<file path="config.mk">
export PLATFORM = sky130hd
export DESIGN_NAME = operand_read
export DESIGN_NICKNAME = d
export VERILOG_FILES = /design/src/verilog/ooo_pkg.sv /design/src/verilog/operand_read.sv
export SDC_FILE = /design/constraint.sdc
export NUM_CORES = 1
export LEC_CHECK = 0
export BUFFER_PORTS_ARGS = -buffer_cell sky130_fd_sc_hd__buf_4
export CAP_MARGIN = 20
export CORE_AREA = 2 2 433 435
export CTS_BUF_LIST = sky130_fd_sc_hd__clkbuf_4 sky130_fd_sc_hd__clkbuf_8 sky130_fd_sc_hd__clkbuf_16
export DETAILED_ROUTE_END_ITERATION = 8
export DIE_AREA = 0 0 435 437
export GPL_TIMING_DRIVEN = 0
export SLEW_MARGIN = 40
export SYNTH_ARGS = -nofsm -noshare
export SYNTH_HDL_FRONTEND = slang
export SYNTH_SLANG_ARGS = --single-unit
</file>
<file path="constraint.sdc">
create_clock -name clock -period 0.8 [get_ports clock]
set_input_delay 0.08 -clock clock [delete_from_list [all_inputs] [get_ports clock]]
set_output_delay 0.08 -clock clock [all_outputs]
set_load 0.01 [all_outputs]
</file>
<file path="src/verilog/ooo_pkg.sv">
// Back-end slice shared definitions
`default_nettype none

package ooo_pkg;

  //////////////////////////////////////////////////
  // Widths and sizes
  //////////////////////////////////////////////////
  localparam int SLOTS     = 2;   // Instructions per cycle
  localparam int DATA_W    = 64;
  localparam int IR_W      = 32;
  localparam int ARF_IDX_W = 5;
  localparam int PRF_IDX_W = 6;
  localparam int PRF_SZ    = 64;
  localparam int COUNT_W   = 4;   // Width of the completed count

  // Register file read ports, operands first then retire
  localparam int OPND_PORTS  = 2 * SLOTS;
  localparam int RF_RD_PORTS = OPND_PORTS + SLOTS;

  //////////////////////////////////////////////////
  // Scalar types
  //////////////////////////////////////////////////
  typedef logic [DATA_W-1:0]    word_t;
  typedef logic [IR_W-1:0]      inst_t;
  typedef logic [PRF_IDX_W-1:0] preg_idx_t;
  typedef logic [ARF_IDX_W-1:0] areg_idx_t;
  typedef logic [3:0]           err_status_t;

  //////////////////////////////////////////////////
  // Special values
  //////////////////////////////////////////////////
  localparam preg_idx_t ZERO_PRF = 6'd63;   // Always reads zero

  localparam inst_t HALT_INST = 32'h0000_0555;
  localparam inst_t NOOP_INST = 32'h47ff_041f;   // Loaded on reset and flush

  // Error status codes
  localparam err_status_t NO_ERROR       = 4'h0;
  localparam err_status_t HALTED_ON_HALT = 4'h1;

endpackage

`default_nettype wire

</file>
<file path="src/verilog/operand_read.sv">
// Operand read and issue register
`default_nettype none

module operand_read
  import ooo_pkg::*;
(
  input  wire              clock,
  input  wire              arst_n,
  input  wire              flush,

  // Dispatched pair
  input  wire              dispatch_fire [SLOTS],
  input  wire  preg_idx_t  slot_pdest    [SLOTS],
  input  wire  preg_idx_t  slot_prega    [SLOTS],
  input  wire  preg_idx_t  slot_pregb    [SLOTS],
  input  wire  inst_t      slot_ir       [SLOTS],
  input  wire  word_t      slot_npc      [SLOTS],

  // CDB
  input  wire              cdb_valid [SLOTS],
  input  wire  preg_idx_t  cdb_tag   [SLOTS],
  input  wire  word_t      cdb_value [SLOTS],

  // Register file, even ports for A and odd for B
  output preg_idx_t        rf_rd_idx  [OPND_PORTS],
  input  wire  word_t      rf_rd_data [OPND_PORTS],

  // Issue register
  output logic             issue_valid      [SLOTS],
  output preg_idx_t        issue_pdest      [SLOTS],
  output word_t            issue_rega_value [SLOTS],
  output word_t            issue_regb_value [SLOTS],
  output inst_t            issue_ir         [SLOTS],
  output word_t            issue_npc        [SLOTS]
);

  word_t opnd_value [OPND_PORTS];

  always_comb
  begin
    for (int s = 0; s < SLOTS; s++)
    begin
      rf_rd_idx[2*s]   = slot_prega[s];
      rf_rd_idx[2*s+1] = slot_pregb[s];
    end
  end

  //////////////////////////////////////////////////
  // Zero and CDB forwarding
  //////////////////////////////////////////////////

  // Later assignments win, so CDB slot 0 is checked last
  always_comb
  begin
    for (int p = 0; p < OPND_PORTS; p++)
    begin
      opnd_value[p] = rf_rd_data[p];
      for (int c = SLOTS - 1; c >= 0; c--)
      begin
        if (cdb_valid[c] && (cdb_tag[c] == rf_rd_idx[p]))
        begin
          opnd_value[p] = cdb_value[c];
        end
      end
      if (rf_rd_idx[p] == ZERO_PRF)
      begin
        opnd_value[p] = '0;
      end
    end
  end

  //////////////////////////////////////////////////
  // Issue register
  //////////////////////////////////////////////////

  always_ff @(posedge clock or negedge arst_n)
  begin
    if (!arst_n)
    begin
      for (int s = 0; s < SLOTS; s++)
      begin
        issue_valid[s] <= 1'b0;
        issue_ir[s]    <= NOOP_INST;
      end
    end
    else
    begin
      for (int s = 0; s < SLOTS; s++)
      begin
        issue_valid[s] <= dispatch_fire[s] & ~flush;
        issue_ir[s]    <= flush ? NOOP_INST : slot_ir[s];
      end
    end
  end

  always_ff @(posedge clock)
  begin
    for (int s = 0; s < SLOTS; s++)
    begin
      issue_pdest[s]      <= slot_pdest[s];
      issue_rega_value[s] <= opnd_value[2*s];
      issue_regb_value[s] <= opnd_value[2*s+1];
      issue_npc[s]        <= slot_npc[s];
    end
  end

endmodule

`default_nettype wire

</file>
# Word level (Yosys, flattened, before mapping)

Index checks and enable logic that the tools add are counted.

Equality and inequality tests: 12
Muxes and demuxes: 10
Bitwise operators: 3
Reductions and logical operators: 8

Operators by type and width:

| cell                 | count |
|---|---|
| $mux W64             | 8 |
| $mux W32             | 2 |
| $eq A6 B6 Y1         | 8 |
| $eq A6 B6 Y1 const B | 4 |
| $logic_and A1 B1 Y1  | 8 |
| $and A1 B1 Y1        | 2 |
| $not A1 Y1           | 1 |

Bits in registers: 462
Input port bits: 631
Output and inout bits: 486
Logic and storage cells: 45

# Longest topological paths before layout

Depth after elaboration: 4
Mapped depth: 7
Gate-level depth less buffers: 4

# Worst setup path before layout

No wires, ideal clock.

Path type: in2reg
From: in slot_pregb[11] in the netlist's numbering
To: reg issue_regb_value[100] in the netlist's numbering
Library setup time: 0.142 ns
Arrival time: 1.288 ns
Required time: 0.658 ns
Slack: -0.630 ns
Stages: 6
Path buffers: 2
Path through: xor2_1 > or4b_1 > buf_6 > buf_6 > o21ai_0 > a311oi_1

Cells in the longest elaborated chain, start to end: 4
Elaborated cells between the ends (all ways): 7
Those cells by class: eq/ne (3); mux (2); reduce/logical (2)

RTL lines:

| what                          | line                | source |
|---|---|---|
| start, declared               | operand_read.sv:15  | `input wire preg_idx_t slot_pregb [SLOTS],` |
| $eq A6 B6 Y1                  | operand_read.sv:60  | `if (cdb_valid[c] && (cdb_tag[c] == rf_rd_idx[p]))` |
| $logic_and A1 B1 Y1           | operand_read.sv:60  |  |
| $mux W64 (2 in a row)         | operand_read.sv:60  |  |
| end signal, assigned by index | operand_read.sv:102 | `issue_regb_value[s] <= opnd_value[2*s+1];` |
| end, declared                 | operand_read.sv:32  | `output word_t issue_regb_value [SLOTS],` |

Parallel ways exist; a longest one is shown, timed or not.
A chain may end at the register's enable or synchronous reset.

# Worst setup path after layout

From: reg issue_ir[62] in the netlist's numbering
To: out issue_ir[62] in the netlist's numbering

RTL lines:

| what                            | line               | source |
|---|---|---|
| start, declared                 | operand_read.sv:33 | `output inst_t issue_ir [SLOTS],` |
| start signal, assigned by index | operand_read.sv:91 | `issue_ir[s] <= flush ? NOOP_INST : slot_ir[s];` |

No word-level cell between the ends.

==> out/results.ini <==
[run_status]
outcome = finished, violations left
violations = negative setup slack

[cts]
cts.sinks = 462
clockBufferDepth = 3
h-tree-depth = 2
root_buffer = clkbuf_16
path_clk_slew_ns = 0.06
numCtsBuffers = 61
cts_tree = yes

[global_route]
grt.busiest_layer = met2
grt_max_degree = 67
antenna_found_initial = 128
grt_overflow = 0
use_met3 = 0.05805
grt_pass1_vias = 27580
grt_pass1_wl_mm = 263.9
track_usage = 0.2064
grt_use_met2 = 0.3665
grt_util_met1 = 0.2171

[worst_setup_path]
cp_slowest_cell = dfstp_2
critPathKind = register to output port
cpLargestDelayFamily = flip-flops
max_stage_delay_ns = 0.61
start_kind = register
cp.required_ns = 0.72
path_buf_inv = 1
worstPathMaxFanout = 1
end_kind = output port
worstPathArrival_ns = 1.45
cp_cell_sequence = buf_6

[sta]
slew_headroom = 0.4106
hold_viol = 0
rsz0062_at_grt = yes
tightestPinTransition_ns = 0.8841
slew_viol_final = 0
setup_slack_ns = -0.7281
finalCriticalPeriod_ns = 1.528
max_freq_mhz = 654.4
finalSetupViolCount = 719
setup_tns_ns = -302.03
finalCritPeriodShare = 1.910

[power]
seqPwrFrac = 0.333
power_frac_comb = 0.275
power.leakage_nw = 18.26
p_clk_frac = 0.392
p_int_mw = 53.40
p_switching_mw = 24.18
swShare = 0.3116
peakVddDrop_uv = 1970
power_density_mw_per_mm2 = 1626

[finish]
syn2layout_area_growth_pct = 152.1
nFillCells = 19600
post-route-util = 0.2578
fin_area_mm2 = 0.04771
drive_gt1_frac = 0.6324
finalNetCount = 4487

[detailed_routing]
wirelength_mm = 206.3
via_count = 27450
viasPerCell = 4.265
routedWlPerCell_um = 32.05
drc = 0
first_iter_violations = 2498
dr.pass1.iters = 6
antenna_left = 0

[floorplanning]
dieWidth_um = 435
die_h_um = 437
rows = 158
io_pins = 1117
die_area_mm2 = 0.1901
coreArea_mm2 = 0.1850
initial_core_util = 0.1023

[hold_path]
hp-class = primary input to asynchronous set/reset pin

[place]
dpl.hpwl_mm = 164.9
gp_congestion = 0.9725
placed_area_mm2 = 0.03075
io_buffers = 1107

[run]
cap_violations = 0

[synthesis]
synthTopCellsByCount = 396 x dfxtp_1, 264 x nand4_1, 256 x a311oi_1, 256 x nor3_1, 221 x o21ai_1
synthMostInstantiatedCell = dfxtp_1
yosysTopAreaCell = dfxtp_1
synth_top_area_share = 0.4189
ys_warn_count = 0
synth.distinct_cells = 30
ys_async_sr_fraction = 0.1429
ys_ff_latch = 462
ys_top_cells_by_area = dfxtp_1 42%, a311oi_1 12%, nand4_1 8.7%
synth_edf_count = 0
post_synth_inst_count = 1919
yosysSeqAreaShare = 0.5086
ys.flop_type = dfxtp_1
syn_avg_cell_area_um2 = 9.861
netlist_area_mm2 = 0.01892
syn_nets = 2550

sequential cells by signal, summed over array words and instances (netlist names):
name / count
issue_ir: 64
issue_npc: 128
issue_pdest: 12
issue_rega_value: 128
issue_regb_value: 128
issue_valid: 2
path summary, 6_finish.rpt:
kind                                        end  cells past startpoint           from  slack, ns
worst max-delay path               issue_ir[62]                      1   issue_ir[62]      -0.73
worst min-delay path               issue_ir[40]                      2         arst_n       0.02
max in group asynchronous          issue_ir[29]                      2         arst_n       0.33
min in group clock         issue_rega_value[96]                      3  cdb_value[32]       0.07
kinds of logic (layout without fill, tap and decap cells):
group,after synthesis,in the layout,share of synthesized area
compound gates,512,512,0.1864
buf+inv,279,2269,0.09330
flops,462,462,0.5086
other cells,0,47,0
simple gates,618,618,0.1895
xor+xnor,48,48,0.02222
per-stage QoR:
step / total power [mW] / std cells / setup slack (ns) / hold slack, ns
floorplan: 29.81 / 1919 / -0.5922 / -0.2156
global placement: 39.27 / 5506 / -3.073 / 0.1847
detailed placement: 39.43 / 5516 / -1.752 / 0.1092
CTS: 77.46 / 6378 / -0.8031 / -0.01797
global route: 79.96 / 6408 / -0.7763 / -0.01314
finish: 77.58 / 6436 / -0.7281 / 0.01586
layout by cell type (no fill, tap or decap), types with 5 or more instances in the layout:
cell type      instances
dfstp_2               36
buf_6                489
clkinv_2              14
nor2b_1               30
a311oi_2             117
nor3_4                 5
o21ai_4              149
or2_2                 34
dfrtp_1               30
dfxtp_4               22
bufinv_16              9
a311oi_4              16
buf_2                 35
clkbuf_16             65
o21ai_2              106
diode_2               47
buf_12                67
xnor2_4                6
dfxtp_2              371
nand4_1              264
dlygate4sd3_1        658
clkbuf_1              36
nor3_1               254
buf_16                21
xor2_4                 9
clkbuf_2              64
buf_4                699
clkbuf_4              25
inv_6                  5
xnor2_1               22
clkbuf_8              42
buf_8                 27
xnor2_2                8
a311oi_1             123
cell type report:
cell class / count / area [um2] / area share
antenna: 47 / 117.6 / 0.002465
buffer: 268 / 2276 / 0.04771
clock buffer: 79 / 1693 / 0.03548
clock inverter: 37 / 498.0 / 0.01044
multi-input combinational: 1178 / 11090 / 0.2325
sequential: 462 / 10170 / 0.2132
tap: 2480 / 3103 / 0.06504
timing repair buffer: 1885 / 18760 / 0.3931
metal layers:
layer / wire length, um / vias up
li1: - / 11420
met1: 69770 / 13230
met2: 102300 / 2089
met3: 17990 / 672
met4: 15980 / 42
met5: 254 / -
power by group through the flow:
stage          clock (mW)  sequential, mW  combinational (mW)
6_report             30.4            25.8                21.4
5_1_grt              32.1            25.9                22.0
4_1_cts              31.3            25.7                20.4
3_5_place_dp            0            25.7                13.7
3_3_place_gp            0            25.7                13.5
2_1_floorplan           0            26.3                3.53
timing repair:
action / 4_1_cts / 5_1_grt
setup endpoints to repair: 718 / 762
resized for setup: 1488 / 370
pin swaps: 187 / 178
gates cloned: 21 / 2
buffers inserted: 70 / 22
hold endpoints to repair: 528 / 2
hold buffers: 660 / 1
Note: power is estimated with default switching activity, not from simulation.
