[src/verilog/ooo_pkg.sv]
// Back-end slice shared definitions
`default_nettype none

package ooo_pkg;

  //////////////////////////////////////////////////
  // Widths and sizes
  //////////////////////////////////////////////////
  localparam int SLOTS     = 2;   // Instructions per cycle
  localparam int DATA_W    = 64;
  localparam int IR_W      = 32;
  localparam int ARF_IDX_W = 5;
  localparam int PRF_IDX_W = 6;
  localparam int PRF_SZ    = 64;
  localparam int COUNT_W   = 4;   // Width of the completed count

  // Register file read ports, operands first then retire
  localparam int OPND_PORTS  = 2 * SLOTS;
  localparam int RF_RD_PORTS = OPND_PORTS + SLOTS;

  //////////////////////////////////////////////////
  // Scalar types
  //////////////////////////////////////////////////
  typedef logic [DATA_W-1:0]    word_t;
  typedef logic [IR_W-1:0]      inst_t;
  typedef logic [PRF_IDX_W-1:0] preg_idx_t;
  typedef logic [ARF_IDX_W-1:0] areg_idx_t;
  typedef logic [3:0]           err_status_t;

  //////////////////////////////////////////////////
  // Special values
  //////////////////////////////////////////////////
  localparam preg_idx_t ZERO_PRF = 6'd63;   // Always reads zero

  localparam inst_t HALT_INST = 32'h0000_0555;
  localparam inst_t NOOP_INST = 32'h47ff_041f;   // Loaded on reset and flush

  // Error status codes
  localparam err_status_t NO_ERROR       = 4'h0;
  localparam err_status_t HALTED_ON_HALT = 4'h1;

endpackage

`default_nettype wire

[src/verilog/dispatch_buffer.sv]
// Decode to dispatch pair register
`default_nettype none

module dispatch_buffer
  import ooo_pkg::*;
(
  input  wire              clock,
  input  wire              arst_n,
  input  wire              flush,         // Mispredict

  // Dispatch target levels
  input  wire              full,
  input  wire              almost_full,

  // Decode side
  input  wire              in_valid  [SLOTS],
  input  wire  preg_idx_t  in_pdest  [SLOTS],
  input  wire  preg_idx_t  in_prega  [SLOTS],
  input  wire  preg_idx_t  in_pregb  [SLOTS],
  input  wire  inst_t      in_ir     [SLOTS],
  input  wire  word_t      in_npc    [SLOTS],
  output logic             in_ready,

  // Buffered pair
  output preg_idx_t        slot_pdest    [SLOTS],
  output preg_idx_t        slot_prega    [SLOTS],
  output preg_idx_t        slot_pregb    [SLOTS],
  output inst_t            slot_ir       [SLOTS],
  output word_t            slot_npc      [SLOTS],
  output logic             dispatch_fire [SLOTS]
);

  logic [SLOTS-1:0] stall;
  logic             slot_valid [SLOTS];
  logic             shift_down;

  //////////////////////////////////////////////////
  // Stall and dispatch
  //////////////////////////////////////////////////

  // Slot 1 needs two free entries, slot 0 only one
  assign stall[0]   = full;
  assign stall[1]   = full | almost_full;
  assign in_ready   = ~|stall;
  assign shift_down = stall[1] & ~stall[0];   // Only slot 1 held back

  always_comb
  begin
    for (int s = 0; s < SLOTS; s++)
    begin
      dispatch_fire[s] = slot_valid[s] & ~stall[s];
    end
  end

  //////////////////////////////////////////////////
  // Control state
  //////////////////////////////////////////////////

  always_ff @(posedge clock or negedge arst_n)
  begin
    if (!arst_n)
    begin
      for (int s = 0; s < SLOTS; s++)
      begin
        slot_valid[s] <= 1'b0;
        slot_ir[s]    <= NOOP_INST;
      end
    end
    else if (flush)
    begin
      for (int s = 0; s < SLOTS; s++)
      begin
        slot_valid[s] <= 1'b0;
        slot_ir[s]    <= NOOP_INST;
      end
    end
    else if (in_ready)
    begin
      for (int s = 0; s < SLOTS; s++)
      begin
        slot_valid[s] <= in_valid[s];
        slot_ir[s]    <= in_ir[s];
      end
    end
    else if (shift_down)
    begin
      // Slot 0 left this cycle, slot 1 takes its place
      slot_valid[0] <= slot_valid[1];
      slot_ir[0]    <= slot_ir[1];
      slot_valid[1] <= 1'b0;
    end
  end

  // Payload fields follow the same load and shift rules
  always_ff @(posedge clock)
  begin
    if (in_ready)
    begin
      for (int s = 0; s < SLOTS; s++)
      begin
        slot_pdest[s] <= in_pdest[s];
        slot_prega[s] <= in_prega[s];
        slot_pregb[s] <= in_pregb[s];
        slot_npc[s]   <= in_npc[s];
      end
    end
    else if (shift_down)
    begin
      slot_pdest[0] <= slot_pdest[1];
      slot_prega[0] <= slot_prega[1];
      slot_pregb[0] <= slot_pregb[1];
      slot_npc[0]   <= slot_npc[1];
    end
  end

endmodule

`default_nettype wire

[config.mk]
export PLATFORM = sky130hd
export DESIGN_NAME = dispatch_buffer
export DESIGN_NICKNAME = d
export VERILOG_FILES = /design/src/verilog/ooo_pkg.sv /design/src/verilog/dispatch_buffer.sv
export SDC_FILE = /design/constraint.sdc
export NUM_CORES = 1
export LEC_CHECK = 0
export BUFFER_PORTS_ARGS = -buffer_cell sky130_fd_sc_hd__buf_4
export CORE_AREA = 5 5 177 179
export CTS_BUF_LIST = sky130_fd_sc_hd__clkbuf_2
export DETAILED_ROUTE_END_ITERATION = 7
export DIE_AREA = 0 0 182 184
export PLACE_DENSITY = 0.73
export SLEW_MARGIN = 20
export SYNTH_ARGS = -nofsm -noshare
export SYNTH_HDL_FRONTEND = slang
export SYNTH_SLANG_ARGS = --single-unit
[constraint.sdc]
create_clock -name clock -period 1.64 [get_ports clock]
set_input_delay 0.492 -clock clock [delete_from_list [all_inputs] [get_ports clock]]
set_output_delay 0.492 -clock clock [all_outputs]
set_load 0.01 [all_outputs]
* Word-level counts from Yosys, hierarchy flattened
Cells that the tools add are included.
Operators by class: bitwise operators 6, equal/unequal tests 3, reductions and logical operators 2, muxes and demuxes 15
Operators with widths (count):
- two-way mux 64 bit | 3
- two-way mux 32 bit | 3
- two-way mux 6 bit | 6
- two-way mux 2 bit | 3
- inequality test 2 bit, second input constant | 2
- AND 1 bit | 3
- inequality test 3 bit, second input constant | 1
- inverter 1 bit | 2
- OR reduction 2 bit | 1
- logical NOT 1 bit | 1
- OR 1 bit | 1
Storage, ports and cells: logic and storage cells 38, bits of input ports 235, register bits 230, output and inout port bits 231

* Logic depth before layout (Yosys ltp)
depth after elaboration 5, mapped depth 5, mapped depth without buffers 2

* Worst setup path before layout
OpenSTA, ideal clock, no wires.
kind in2reg, start input almost_full, end register slot_npc[0] (netlist name), enable pin, data required time 1117 ps, cell stages on the path 3, arrival 4263 ps, library setup time 523 ps, path buffers 2, setup slack -3145 ps, cells stage by stage buf_4 -> clkbuf_1 -> nor2_1
Between the ends: cells in the longest elaborated chain, start to end 2
Ends and longest elaborated chain:
- start: declaration | RTL line dispatch_buffer.sv:13 | input wire almost_full,
- OR 1 bit | RTL line dispatch_buffer.sv:43 | assign stall[1] = full | almost_full;
- OR reduction 2 bit | RTL line dispatch_buffer.sv:44 | assign in_ready = ~|stall;
- end signal: indexed assignment | RTL line dispatch_buffer.sv:104 | slot_npc[s] <= in_npc[s];
- end: declaration | RTL line dispatch_buffer.sv:29 | output word_t slot_npc [SLOTS],
Every way passes these cells. A chain may end at the register's enable or synchronous reset.

* Worst setup path in the final report
start register slot_npc[115] (netlist name), end output slot_npc[115] (netlist name)
No word-level cell between the ends.

==> impl_metrics.py <==
metrics = {
    "logic_synthesis": {
        "yosysMostFrequentCell": "edfxtp_1",
        "synthTopCellsByCount": "edfxtp_1, mux2_4, dfstp_2",
        "synth.mux.area_fraction_pct": 15.8,
        "synth_ff_type": "edfxtp_1",
        "synth-simple-area-share_pct": 2.88,
        "ys_warn_count": 0,
        "ys_seq_area_share_pct": 70.8,
        "synth_area_um2": 9350,
        "synth_edf_count": 164,
        "syn_inst": 518,
        "synth_nets": 753,
        "syn_avg_cell_area_um2": 18.1,
        "ys_ff_latch": 230,
        "async_flop_share_pct": 28.7,
        "yosys.area.top_type_share_pct": 52.6,
        "synth_area_leader_cell": "edfxtp_1",
        "synth-xor-area-share_pct": 0,
        "synth_compound_area_share_pct": 7.57,
        "synth_area_leaders": "edfxtp_1, dfstp_2, mux2_4",
        "synthAdderAreaFrac_pct": 0,
        "synth.distinct_cells": 27,
        "synth_top_family_by_area": "multiplexers",
    },
    "timing": {
        "maxSlewViolCount": 0,
        "slew_headroom_pct": 73.0,
        "setup_viol": 230,
        "finalHoldViolations": 0,
        "fin_crit_sh_pct": 120,
        "rsz0062_at_grt": "true",
        "fmax_ghz": 0.507,
        "skew_ns": 0.0656,
        "worst_pin_slew_ns": 0.405,
        "finalCriticalPeriod_ns": 1.97,
        "setup_slack_ns": -0.333,
    },
    "cells_and_area": {
        "final_design_area_no_fill_um2": 18200,
        "drive_gt1_share_pct": 59.7,
        "final_cells": 1838,
        "post-route-util_pct": 61.9,
        "nets": 1629,
        "synthToLayoutAreaGrowth_pct": 94.5,
        "num-fill-cells": 2039,
    },
    "detailed_routing": {
        "wl_per_cell_um": 22.3,
        "routed_via_density": 4.68,
        "drcViolationCount": 0,
        "vias": 8599,
        "drtIter0Drc": 438,
        "ant_nets": 0,
        "first_pass_iters": 4,
        "drt-total-wl_um": 40900,
    },
    "floorplanning": {
        "initial_core_util_pct": 31.8,
        "chipWidth_um": 182,
        "rows": 63,
        "die_h_um": 184,
        "die_area_um2": 33500,
        "io_pins": 466,
        "design.core.area_um2": 29400,
    },
    "global_routing": {
        "grt_pass1_vias": 9414,
        "grt-ovfl-total": 0,
        "antenna_found_initial": 6,
        "grt_max_degree": 42,
        "grt_pass1_wl_um": 57000,
        "grt_usage_pct": 22.4,
    },
    "pwr": {
        "vdd_ir_drop_max_mv": 0.644,
        "leakagePower_nw": 8.12,
        "p_int_mw": 10.8,
        "clkPwrFrac_pct": 31.6,
        "seqPwrFrac_pct": 46.8,
        "power.density_nw_per_um2": 825,
        "pwr-share-comb_pct": 21.6,
        "power.net_switching_mw": 4.21,
        "swShare_pct": 28.1,
        "power_mw": 15.0,
    },
    "min_path": {
        "min_path_type": "primary input to flip-flop",
        "hold_depth": 3,
    },
    "place": {
        "place.gp.congestion": 0.917,
        "place_inst": 1371,
        "placed_area_um2": 13500,
        "portBuffers": 465,
        "hpwl_um": 23400,
    },
    "clock_network": {
        "cts_tree": "done",
        "cts_num_sinks": 230,
        "clkTransAtPathRegs_ns": 0.16,
        "insertion_delay_ns": 0.80,
        "cts_buffers": 67,
        "cts_root_buffer": "clkbuf_2",
        "cts_buffer_depth": 3,
        "cts_htree_levels": 3,
    },
    "worst_setup_path": {
        "cp_cell_sequence": "buf_6",
        "required_ns": 1.15,
        "worst-setup-path-type": "flip-flop to output pin",
        "slowest_delay_ns": 0.48,
        "worst-path-max-fanout": 1,
        "cp-end-kind": "output pin",
        "critPathBufInv": 1,
        "cp_data_arrival_time_ns": 1.48,
        "critPathSlowestCell": "edfxtp_1",
        "path_depth": 1,
        "path_delay_family": "flip-flops",
        "crit_path_start_kind": "flip-flop",
        "rr_worst_depth": 4,
    },
    "status": {
        "violations": "negative setup slack",
        "run_status": "finished, violations left",
    },
    "job": {
        "maxCapViolCount": 0,
    },
}
[tightest hold or removal path: cells and delay by family]
family | cells | cell delay [ns]
simple gates | 1 | 0.14
compound gates | 1 | 0.06
buf+inv | 1 | 0.10
[layout by cell type, fill, tap and decap left out, drive strengths merged]
cell / instances
a211o: 18
a211oi: 15
a21oi: 15
a2bb2oi: 18
and2: 1
buf: 621
bufbuf: 2
bufinv: 2
clkbuf: 106
clkinv: 8
clkinvlp: 1
dfrtp: 30
dfstp: 36
diode: 5
dlygate4sd3: 221
edfxtp: 164
inv: 2
mux2: 82
mux2i: 33
nand2: 1
nand2b: 1
nor2: 3
nor2b: 16
o21a: 18
o21ai: 14
or3b: 15
[final timing paths]
path	start	end	slack, ns
worst max register to register	slot_ir[15]	slot_ir[15]	0.26
worst min register to register	slot_ir[35]	slot_ir[35]	0.51
min in group asynchronous	arst_n	slot_ir[11]	0.21
worst max-delay path	slot_npc[115]	slot_npc[115]	-0.33
max in group asynchronous	arst_n	slot_ir[62]	0.84
worst min-delay path	in_ir[8]	slot_ir[8]	0.12
[area by class of cell]
cell class / count / area [µm²] / share of cell area [%]
clock inverters: 12 / 113 / 0.619
inverters: 1 / 6.26 / 0.0344
clock buffers: 106 / 531 / 2.92
flip-flops and latches: 230 / 6620 / 36.4
well taps: 390 / 488 / 2.68
repair buffers: 844 / 7950 / 43.7
multi-input cells: 250 / 2470 / 13.6
diodes: 5 / 12.5 / 0.0688
[stage by stage]
stage                     hold slack (ns)  TNS [ns]  setup WS, ns
after floorplan                     0.196    -60.33        -0.736
after global placement              0.446     -3.94        -0.113
after detailed placement            0.446     -4.85        -0.111
after CTS                        0.000477    -72.99        -0.449
after global routing               0.0127    -76.35        -0.481
final                               0.120    -44.32        -0.333
[power by group through the flow]
stage               clock network (mW)  registers [mW]  logic, mW
floorplan                            0            7.20      0.694
global placement                     0            7.05       2.15
detailed placement                   0            7.06       2.18
CTS                               4.73            6.98       3.03
global route                      5.19            7.06       3.39
finish                            4.73            7.02       3.25
[logic make-up after synthesis]
| family | Yosys count |
|---|---|
| flops | 230 |
| mux | 115 |
| compound gates | 98 |
| buf+inv | 38 |
| simple gates | 37 |
[per-layer routing]
| metal | vias to the layer above | part of all wire [%] | GRT usage [%] |
|---|---|---|---|
| li1 | 3801 | - | - |
| met5 | - | 0.029 | 0 |
| met4 | 2 | 5.7 | 13.4 |
| met3 | 151 | 6.9 | 7.38 |
| met2 | 435 | 53 | 38.7 |
| met1 | 4210 | 35 | 24.0 |
[state kept, by name (all words and copies together) (netlist names)]
name and count:
slot_pdest 12, slot_prega 12, slot_npc 128, slot_pregb 12
slot_ir 64, slot_valid 2
[repair_timing]
item,CTS,global route
hold endpoints to repair,268,0
endpoints found under the setup margin,231,231
resized for setup,206,18
pin swaps,2,0
gates cloned,2,0
hold buffers,221,0
buffers inserted,72,49
Power figures use the tool's default switching activity.
