**src/verilog/ooo_pkg.sv**
```systemverilog
// Back-end slice shared definitions
`default_nettype none

package ooo_pkg;

  //////////////////////////////////////////////////
  // Widths and sizes
  //////////////////////////////////////////////////
  localparam int SLOTS     = 2;   // Instructions per cycle
  localparam int DATA_W    = 64;
  localparam int IR_W      = 32;
  localparam int ARF_IDX_W = 5;
  localparam int PRF_IDX_W = 6;
  localparam int PRF_SZ    = 64;
  localparam int COUNT_W   = 4;   // Width of the completed count

  // Register file read ports, operands first then retire
  localparam int OPND_PORTS  = 2 * SLOTS;
  localparam int RF_RD_PORTS = OPND_PORTS + SLOTS;

  //////////////////////////////////////////////////
  // Scalar types
  //////////////////////////////////////////////////
  typedef logic [DATA_W-1:0]    word_t;
  typedef logic [IR_W-1:0]      inst_t;
  typedef logic [PRF_IDX_W-1:0] preg_idx_t;
  typedef logic [ARF_IDX_W-1:0] areg_idx_t;
  typedef logic [3:0]           err_status_t;

  //////////////////////////////////////////////////
  // Special values
  //////////////////////////////////////////////////
  localparam preg_idx_t ZERO_PRF = 6'd63;   // Always reads zero

  localparam inst_t HALT_INST = 32'h0000_0555;
  localparam inst_t NOOP_INST = 32'h47ff_041f;   // Loaded on reset and flush

  // Error status codes
  localparam err_status_t NO_ERROR       = 4'h0;
  localparam err_status_t HALTED_ON_HALT = 4'h1;

endpackage

`default_nettype wire

```
**src/verilog/retire_report.sv**
```systemverilog
// Retire report and commit outputs
`default_nettype none

module retire_report
  import ooo_pkg::*;
(
  // Retiring pair from the ROB
  input  wire              retire_valid [SLOTS],
  input  wire  preg_idx_t  retire_pdest [SLOTS],
  input  wire  areg_idx_t  retire_adest [SLOTS],
  input  wire  inst_t      retire_ir    [SLOTS],

  // Register file lookup of the retiring values
  output preg_idx_t        rf_rd_idx  [SLOTS],
  input  wire  word_t      rf_rd_data [SLOTS],

  output logic [COUNT_W-1:0] completed_insts,
  output err_status_t      error_status,
  output logic             commit_wr_en   [SLOTS],
  output areg_idx_t        commit_wr_idx  [SLOTS],
  output word_t            commit_wr_data [SLOTS]
);

  logic halt_seen;

  always_comb
  begin
    completed_insts = '0;
    halt_seen       = 1'b0;
    for (int s = 0; s < SLOTS; s++)
    begin
      rf_rd_idx[s]      = retire_pdest[s];
      completed_insts   = completed_insts + COUNT_W'(retire_valid[s]);
      halt_seen         = halt_seen | (retire_valid[s] && (retire_ir[s] == HALT_INST));
      // No architectural write for the zero register
      commit_wr_en[s]   = retire_valid[s] && (retire_pdest[s] != ZERO_PRF);
      commit_wr_idx[s]  = retire_adest[s];
      commit_wr_data[s] = rf_rd_data[s];
    end
  end

  assign error_status = halt_seen ? HALTED_ON_HALT : NO_ERROR;

endmodule

`default_nettype wire

```
**config.mk**
```make
export PLATFORM = sky130hd
export DESIGN_NAME = retire_report
export DESIGN_NICKNAME = d
export VERILOG_FILES = /design/src/verilog/ooo_pkg.sv /design/src/verilog/retire_report.sv
export SDC_FILE = /design/constraint.sdc
export NUM_CORES = 1
export LEC_CHECK = 0
export BUFFER_PORTS_ARGS = -buffer_cell sky130_fd_sc_hd__buf_2
export CAP_MARGIN = 20
export CORE_AREA = 2 2 146 148
export DETAILED_ROUTE_END_ITERATION = 8
export DIE_AREA = 0 0 148 150
export PLACE_DENSITY = 0.34
export SETUP_SLACK_MARGIN = 0.3
export SYNTH_ARGS = -nofsm -noshare
export SYNTH_HDL_FRONTEND = slang
export SYNTH_SLANG_ARGS = --single-unit
```
**constraint.sdc**
```tcl
create_clock -name vclk -period 1.2
set_clock_uncertainty 0.05 [all_clocks]
set_input_delay 0.24 -clock vclk [all_inputs]
set_output_delay 0.24 -clock vclk [all_outputs]
set_load 0.01 [all_outputs]
```
Yosys cells after proc, flatten, opt, wreduce, memory -nomap -nowiden:

Cells that the tools add are included.

* register bits: 0
* output and inout port bits: 160
* logic and storage cells: 11

* add/subtract/negate cells: 1
* equal/unequal tests: 4
* muxes and demuxes: 1
* bitwise operators: 1
* reductions and logical operators: 4

Operators with widths (count)
* == test 32 x 11 -> 1 bit (second input constant): 2
* != test 6 bit (second input constant): 2
* logical AND 1 bit: 4
* adder 1 x 1 -> 2 bit: 1
* two-way mux 1 bit: 1
* OR 1 bit: 1

Longest topological paths before layout:

Gate-level depths: netlist (run 1).

* depth in word-level cells: 4
* gate-level depth with buffers: 5

Least setup slack after synthesis (run 1):

No wires, ideal clock.

* path kind: input-to-output
* start point: input port retire_ir[5] (netlist name)
* end point: output port error_status[0]
* data arrival time: 0.976 ns
* path slack: -0.066 ns
* cell stages on the path: 5
* cells stage by stage: and4bb_1 -> nand4_1 -> nor3_1 -> a22o_1 -> buf_4

* word-level cells in the longest chain between the ends: 4

Ends and longest elaborated chain
* from (decl): line retire_report.sv:11 `input wire inst_t retire_ir [SLOTS],`
* == test 32 x 11 -> 1 bit: line retire_report.sv:34 `halt_seen = halt_seen | (retire_valid[s] && (retire_ir[s] == HALT_INST));`
* logical AND 1 bit: line retire_report.sv:34
* OR 1 bit: line retire_report.sv:34
* via halt_seen: line retire_report.sv:24 `logic halt_seen;`
* two-way mux 1 bit: line retire_report.sv:42 `assign error_status = halt_seen ? HALTED_ON_HALT : NO_ERROR;`
* to (decl): line retire_report.sv:18 `output err_status_t error_status,`

The timed path passes the listed nets, and every way through them passes these cells.

Worst setup path in the final report (run 1):

* start point: input port retire_ir[7] (netlist name)
* end point: output port error_status[0]

* word-level cells in the longest chain between the ends: 4

Ends and longest elaborated chain (line)
* == test 32 x 11 -> 1 bit: retire_report.sv:34
* logical AND 1 bit: retire_report.sv:34
* OR 1 bit: retire_report.sv:34
* two-way mux 1 bit: retire_report.sv:42

No other way between the ends.

==> qor.csv, run 1 <==
stage,metric,value,unit
route,vias,977,
floorplanning,io_pins,376,
status,violations,negative setup slack,
cells_and_area,fin_nets,362,
logic_synthesis,ys_warn_count,0,
min_path,hold_end,commit_wr_data[26],
critical_path,critPathLaunchType,input pin,
power_and_ir_drop,power.internal,188,µW
power_and_ir_drop,power_leakage,0.000536,µW
power_and_ir_drop,pwr-share-clk,0,%
power_and_ir_drop,power.switching,115,µW
timing,hold_viol,0,
floorplanning,die_w,148,µm
floorplanning,coreArea,20700,µm²
logic_synthesis,syn_avg_cell_area,7.42,µm²
global_routing,grt_max_degree,3,
logic_synthesis,yosysTopAreaCell,buf_4,
logic_synthesis,syn-instance-count,190,
timing,timing.fmax,607,MHz
min_path,worstHoldStart,rf_rd_data[26],
min_path,min_path_type,in -> out,
power_and_ir_drop,comb_power_share,100.0,%
status,status,finished with violations,
floorplanning,row_count,53,
power_and_ir_drop,power.density,234,nW/µm²
power_and_ir_drop,power_frac_seq,0,%
cells_and_area,syn_to_final_growth,-7.99,%
logic_synthesis,synthTopCellsByArea,"buf_4, nor4bb_1, nand4_1, nor4_1, nor3_1",
place,gp_congestion,0.615,
floorplanning,die_y,150,µm
timing,holdWs,0.430,ns
cells_and_area,final_common_cell,buf_2,
critical_path,required,0.91,ns
floorplanning,start_util,6.82,%
timing,min_period_over_period,137,%
timing,setup_viol_count_final,1,
route,first_iter_violations,7,
critical_path,critPathArrivalTime,1.36,ns
route,via_per_inst,2.34,
cells_and_area,diodes,0,
route,wl,4960,µm
place,io_buffers,95,
critical_path,worstSetupPathType,in -> out,
cells_and_area,fill_cells,2455,
cells_and_area,nClkBuffers,0,
clocking,postCtsHoldBufs,0,
timing,rsz0062_at_grt,true,
cells_and_area,layout-drive-gt1-share,77.6,%
logic_synthesis,yosysSeqAreaShare,0,%
power_and_ir_drop,sw_frac_of_total,38.0,%
global_routing,grt_pass1_wl,5580,µm
global_routing,track_usage,3.46,%
cells_and_area,regArea,0,µm²
logic_synthesis,synth_top_area_share,83.1,%
global_routing,antenna_found_initial,0,
critical_path,crit_path_end_kind,output port,
route,ant_nets,0,
logic_synthesis,synth_cell_type_count,15,
job,cap_violations,0,
global_routing,grt_remaining_overflow,0,
cells_and_area,seq_cells,0,
min_path,whs_path_depth,0,
logic_synthesis,mappedNetlistArea,1410,µm²
route,drc,0,
timing,finalCriticalPeriod,1.65,ns
timing,final.setup.worst_slack,-0.447,ns
floorplanning,die_area,22200,µm²
place,dp_hpwl,4400,µm
timing,final_max_slew_viol_count,0,
power_and_ir_drop,ir_worst_vdd,0.0234,mV
cells_and_area,layout_common_cells,"buf_2, buf_6, nand4_1, buf_4, conb_1",
route,drtPass1Iterations,2,
route,routedWlPerCell,11.9,µm
global_routing,grt_pass1_vias,975,
critical_path,worstPathMaxFanout,1,
place,dpl_worst_slack,-0.531,ns
-- kinds of logic (layout without fill, tap and decap cells) --
logic type,after synthesis,after routing,synth area share (%)
AO/OA/AOI/OAI,3,3,1.69
adder cells (fa/ha/maj),1,1,0.887
buffers and inverters,156,105,83.1
other,1,5,0.266
AND/OR/NAND/NOR,29,29,14.1
-- cell type report --
type               count  area, µm²  area share, %
repair buffers       105        669           51.6
multi-input cells     38        284           21.9
well taps            275        344           26.5
-- Yosys cell counts --
library cell,number
nand4_1,6
conb_1,1
ha_1,1
nor3_1,3
nor4_2,1
nor2_1,4
a22o_1,1
nor4b_2,1
nor4bb_1,4
nor4b_1,1
o21a_1,2
nand2_1,3
and4bb_1,1
nor4_1,5
buf_4,156
-- power groups by stage --
stage / clock network [µW] / logic [µW] / registers, µW
after floorplan: 0 / 567 / 0
after global placement: 0 / 240 / 0
after detailed placement: 0 / 239 / 0
after CTS: 0 / 292 / 0
after global routing: 0 / 324 / 0
final: 0 / 304 / 0
-- critical path, stage by stage --
cell	delay, ns
buf_6	0.09
nor4bb_1	0.28
nand4_1	0.17
nor3_2	0.15
buf_4	0.14
a22o_1	0.15
buf_2	0.14
-- per-stage QoR --
stage | instance area (µm²) | setup TNS [ns] | instances | utilization, % | power (µW)
3_5_place_dp | 1100 | -0.531 | 411 | 5.30 | 239
5_1_grt | 1300 | -0.484 | 418 | 6.27 | 324
4_1_cts | 1250 | -0.455 | 414 | 6.03 | 292
6_report | 1300 | -0.447 | 418 | 6.27 | 304
2_1_floorplan | 1430 | -0.0664 | 194 | - | 567
3_3_place_gp | 1100 | -0.508 | 411 | 5.30 | 240
-- layer usage --
metal	wire (µm)	GRT usage, %	up-vias	part of all wire, %
met5	0	0	-	0
met1	800	1.02	378	16
met4	388	2.81	0	7.8
met2	2830	8.40	176	57
met3	949	1.89	62	19
li1	-	-	361	-
-- worst max path at each step --
stage | from | end | slack (ns)
6_report | retire_ir[7] | error_status[0] | -0.45
5_1_grt | retire_ir[11] | error_status[0] | -0.48
3_3_place_gp | retire_ir[21] | error_status[0] | -0.51
4_1_cts | retire_ir[5] | error_status[0] | -0.45
3_5_place_dp | retire_ir[18] | error_status[0] | -0.53
2_1_floorplan | retire_ir[5] | error_status[0] | -0.07
-- timing repair --
item	in CTS	in global routing
pin swaps	6	5
setup endpoints to repair	5	5
setup buffers	3	4
resized for setup	22	5
Power figures use the tool's default switching activity.
==> run 2: changes to the inputs <==
- CAP_MARGIN: 20 -> 30
- clock period: 1.2 -> 1.4 ns (I/O delays scaled with it)
==> qor.csv, run 2 (synthesized netlist as in run 1, its figures left out) <==
stage,metric,value,unit,change
floorplanning,coreArea,20700,µm²,unchanged
floorplanning,die_w,148,µm,unchanged
cells_and_area,nClkBuffers,0,,unchanged
global_routing,grt_max_degree,3,,unchanged
floorplanning,io_pins,376,,unchanged
critical_path,cp.buffers_inverters,3,,unchanged
cells_and_area,regArea,0,µm²,unchanged
cells_and_area,fin_nets,358,,-1.1%
critical_path,critPathLaunchType,input pin,,
power_and_ir_drop,power.density,197,nW/µm²,-16%
power_and_ir_drop,ir_worst_vdd,0.0208,mV,-11%
timing,timing.fmax,587,MHz,
cells_and_area,layout_common_cells,"buf_2, buf_6, nand4_1",,
cells_and_area,fin_cells,414,,-0.96%
global_routing,grt_pass1_wl,5790,µm,+3.8%
route,wl,4990,µm,+0.46%
place,dp_hpwl,4480,µm,+1.8%
critical_path,required,1.07,ns,+0.16 ns
power_and_ir_drop,power_leakage,0.000518,µW,-3.3%
timing,rsz0062_at_grt,true,,
place,io_buffers,95,,unchanged
global_routing,grt_remaining_overflow,0,,unchanged
timing,finalCriticalPeriod,1.70,ns,
floorplanning,die_y,150,µm,unchanged
job,cap_violations,0,,unchanged
min_path,min_path_type,in -> out,,
critical_path,path_cells,"buf_2, nor4_2, nand4_1, nor3_2, buf_4, a22o_1, buf_2",,
min_path,whs_path_depth,0,,unchanged
route,via_per_inst,2.33,,-0.17%
route,drtPass1Iterations,2,,unchanged
critical_path,cp_slowest_stage_delay,0.26,ns,-0.02 ns
critical_path,worstSetupPathType,in -> out,,
floorplanning,die_area,22200,µm²,unchanged
timing,setup_viol_count_final,1,,unchanged
critical_path,crit_family,simple AND/OR/NAND/NOR gates,,
critical_path,critPathArrivalTime,1.37,ns,about the same
route,routedWlPerCell,12.0,µm,+1.4%
route,vias,966,,-1.1%
floorplanning,row_count,53,,unchanged
floorplanning,start_util,6.82,%,unchanged
cells_and_area,seq_cells,0,,unchanged
global_routing,antenna_found_initial,0,,unchanged
route,first_iter_violations,5,,-2
cells_and_area,syn_to_final_growth,-9.49,%,
place,dp_cells,411,,unchanged
critical_path,worstPathMaxFanout,1,,unchanged
min_path,hold_end,commit_wr_data[26],,
critical_path,cp_common_cell,buf_2,,
status,violations,negative setup slack,,
timing,min_period_over_period,122,%,
status,status,finished with violations,,
cells_and_area,fill_cells,2458,,+0.12%
route,ant_nets,0,,unchanged
timing,final.setup.worst_slack,-0.304,ns,+0.143 ns
cells_and_area,diodes,0,,unchanged
cells_and_area,layout-drive-gt1-share,77.7,%,about the same
critical_path,crit_path_end_kind,output port,,
global_routing,grt_pass1_vias,1033,,+5.9%
cells_and_area,final_common_cell,buf_2,,
timing,hold_viol,0,,unchanged
global_routing,track_usage,3.53,%,+0.077 points
place,dpl_worst_slack,-0.403,ns,+0.128 ns
timing,final_max_slew_viol_count,0,,unchanged
route,drc,0,,unchanged
place,gp_congestion,0.615,,about the same
critical_path,slowest_stage,nor4_2,,
min_path,worstHoldStart,rf_rd_data[26],,
-- run 2: layout make-up --
| type | instances | area (µm²) | area share [%] |
|---|---|---|---|
| well taps | 275 | 344 | 27.0 |
| multi-input cells | 38 | 290 | 22.7 |
| repair buffers | 101 | 642 | 50.3 |
-- run 2: through the flow --
step / hold WS (ns) / power, µW / utilization [%] / instance area (µm²) / TNS, ns
2_1_floorplan: 0.602 / 486 / - / 1430 / 0
3_3_place_gp: 0.510 / 205 / 5.30 / 1100 / -0.387
3_5_place_dp: 0.510 / 206 / 5.30 / 1100 / -0.403
4_1_cts: 0.510 / 235 / 5.77 / 1190 / -0.340
5_1_grt: 0.510 / 270 / 6.17 / 1280 / -0.350
6_report: 0.510 / 252 / 6.17 / 1280 / -0.304
-- run 2: where the power goes --
part | internal [µW] | switching (µW) | total (µW)
clock network | 0 | 0 | 0
registers | 0 | 0 | 0
logic | 157 | 95.5 | 252
-- run 2: per-layer routing --
metal  routed length, µm  up-vias  part of all wire, %  global-route usage [%]
li1                    -      352                    -                       -
met1                 822      374                   16                    1.17
met2                2820      178                   57                    8.43
met3                 953       62                   19                    1.98
met4                 388        0                  7.8                    2.81
met5                   0        -                    0                       0
-- run 2: how the worst max path moves through the flow --
stage | cells after the start | slack [ns] | from | end
finish | 7 | -0.30 | retire_ir[14] | error_status[0]
global route | 7 | -0.35 | retire_ir[7] | error_status[0]
CTS | 7 | -0.34 | retire_ir[18] | error_status[0]
detailed placement | 7 | -0.40 | retire_ir[18] | error_status[0]
global placement | 7 | -0.39 | retire_ir[21] | error_status[0]
floorplan | 5 | 0.05 | retire_ir[5] | error_status[0]
-- run 2: repair_timing --
item | CTS | global route
buffers inserted | 1 | 2
hold buffers | 0 | 0
resized for setup | 15 | 12
pin swaps | 5 | 9
endpoints found under the setup margin | 5 | 5
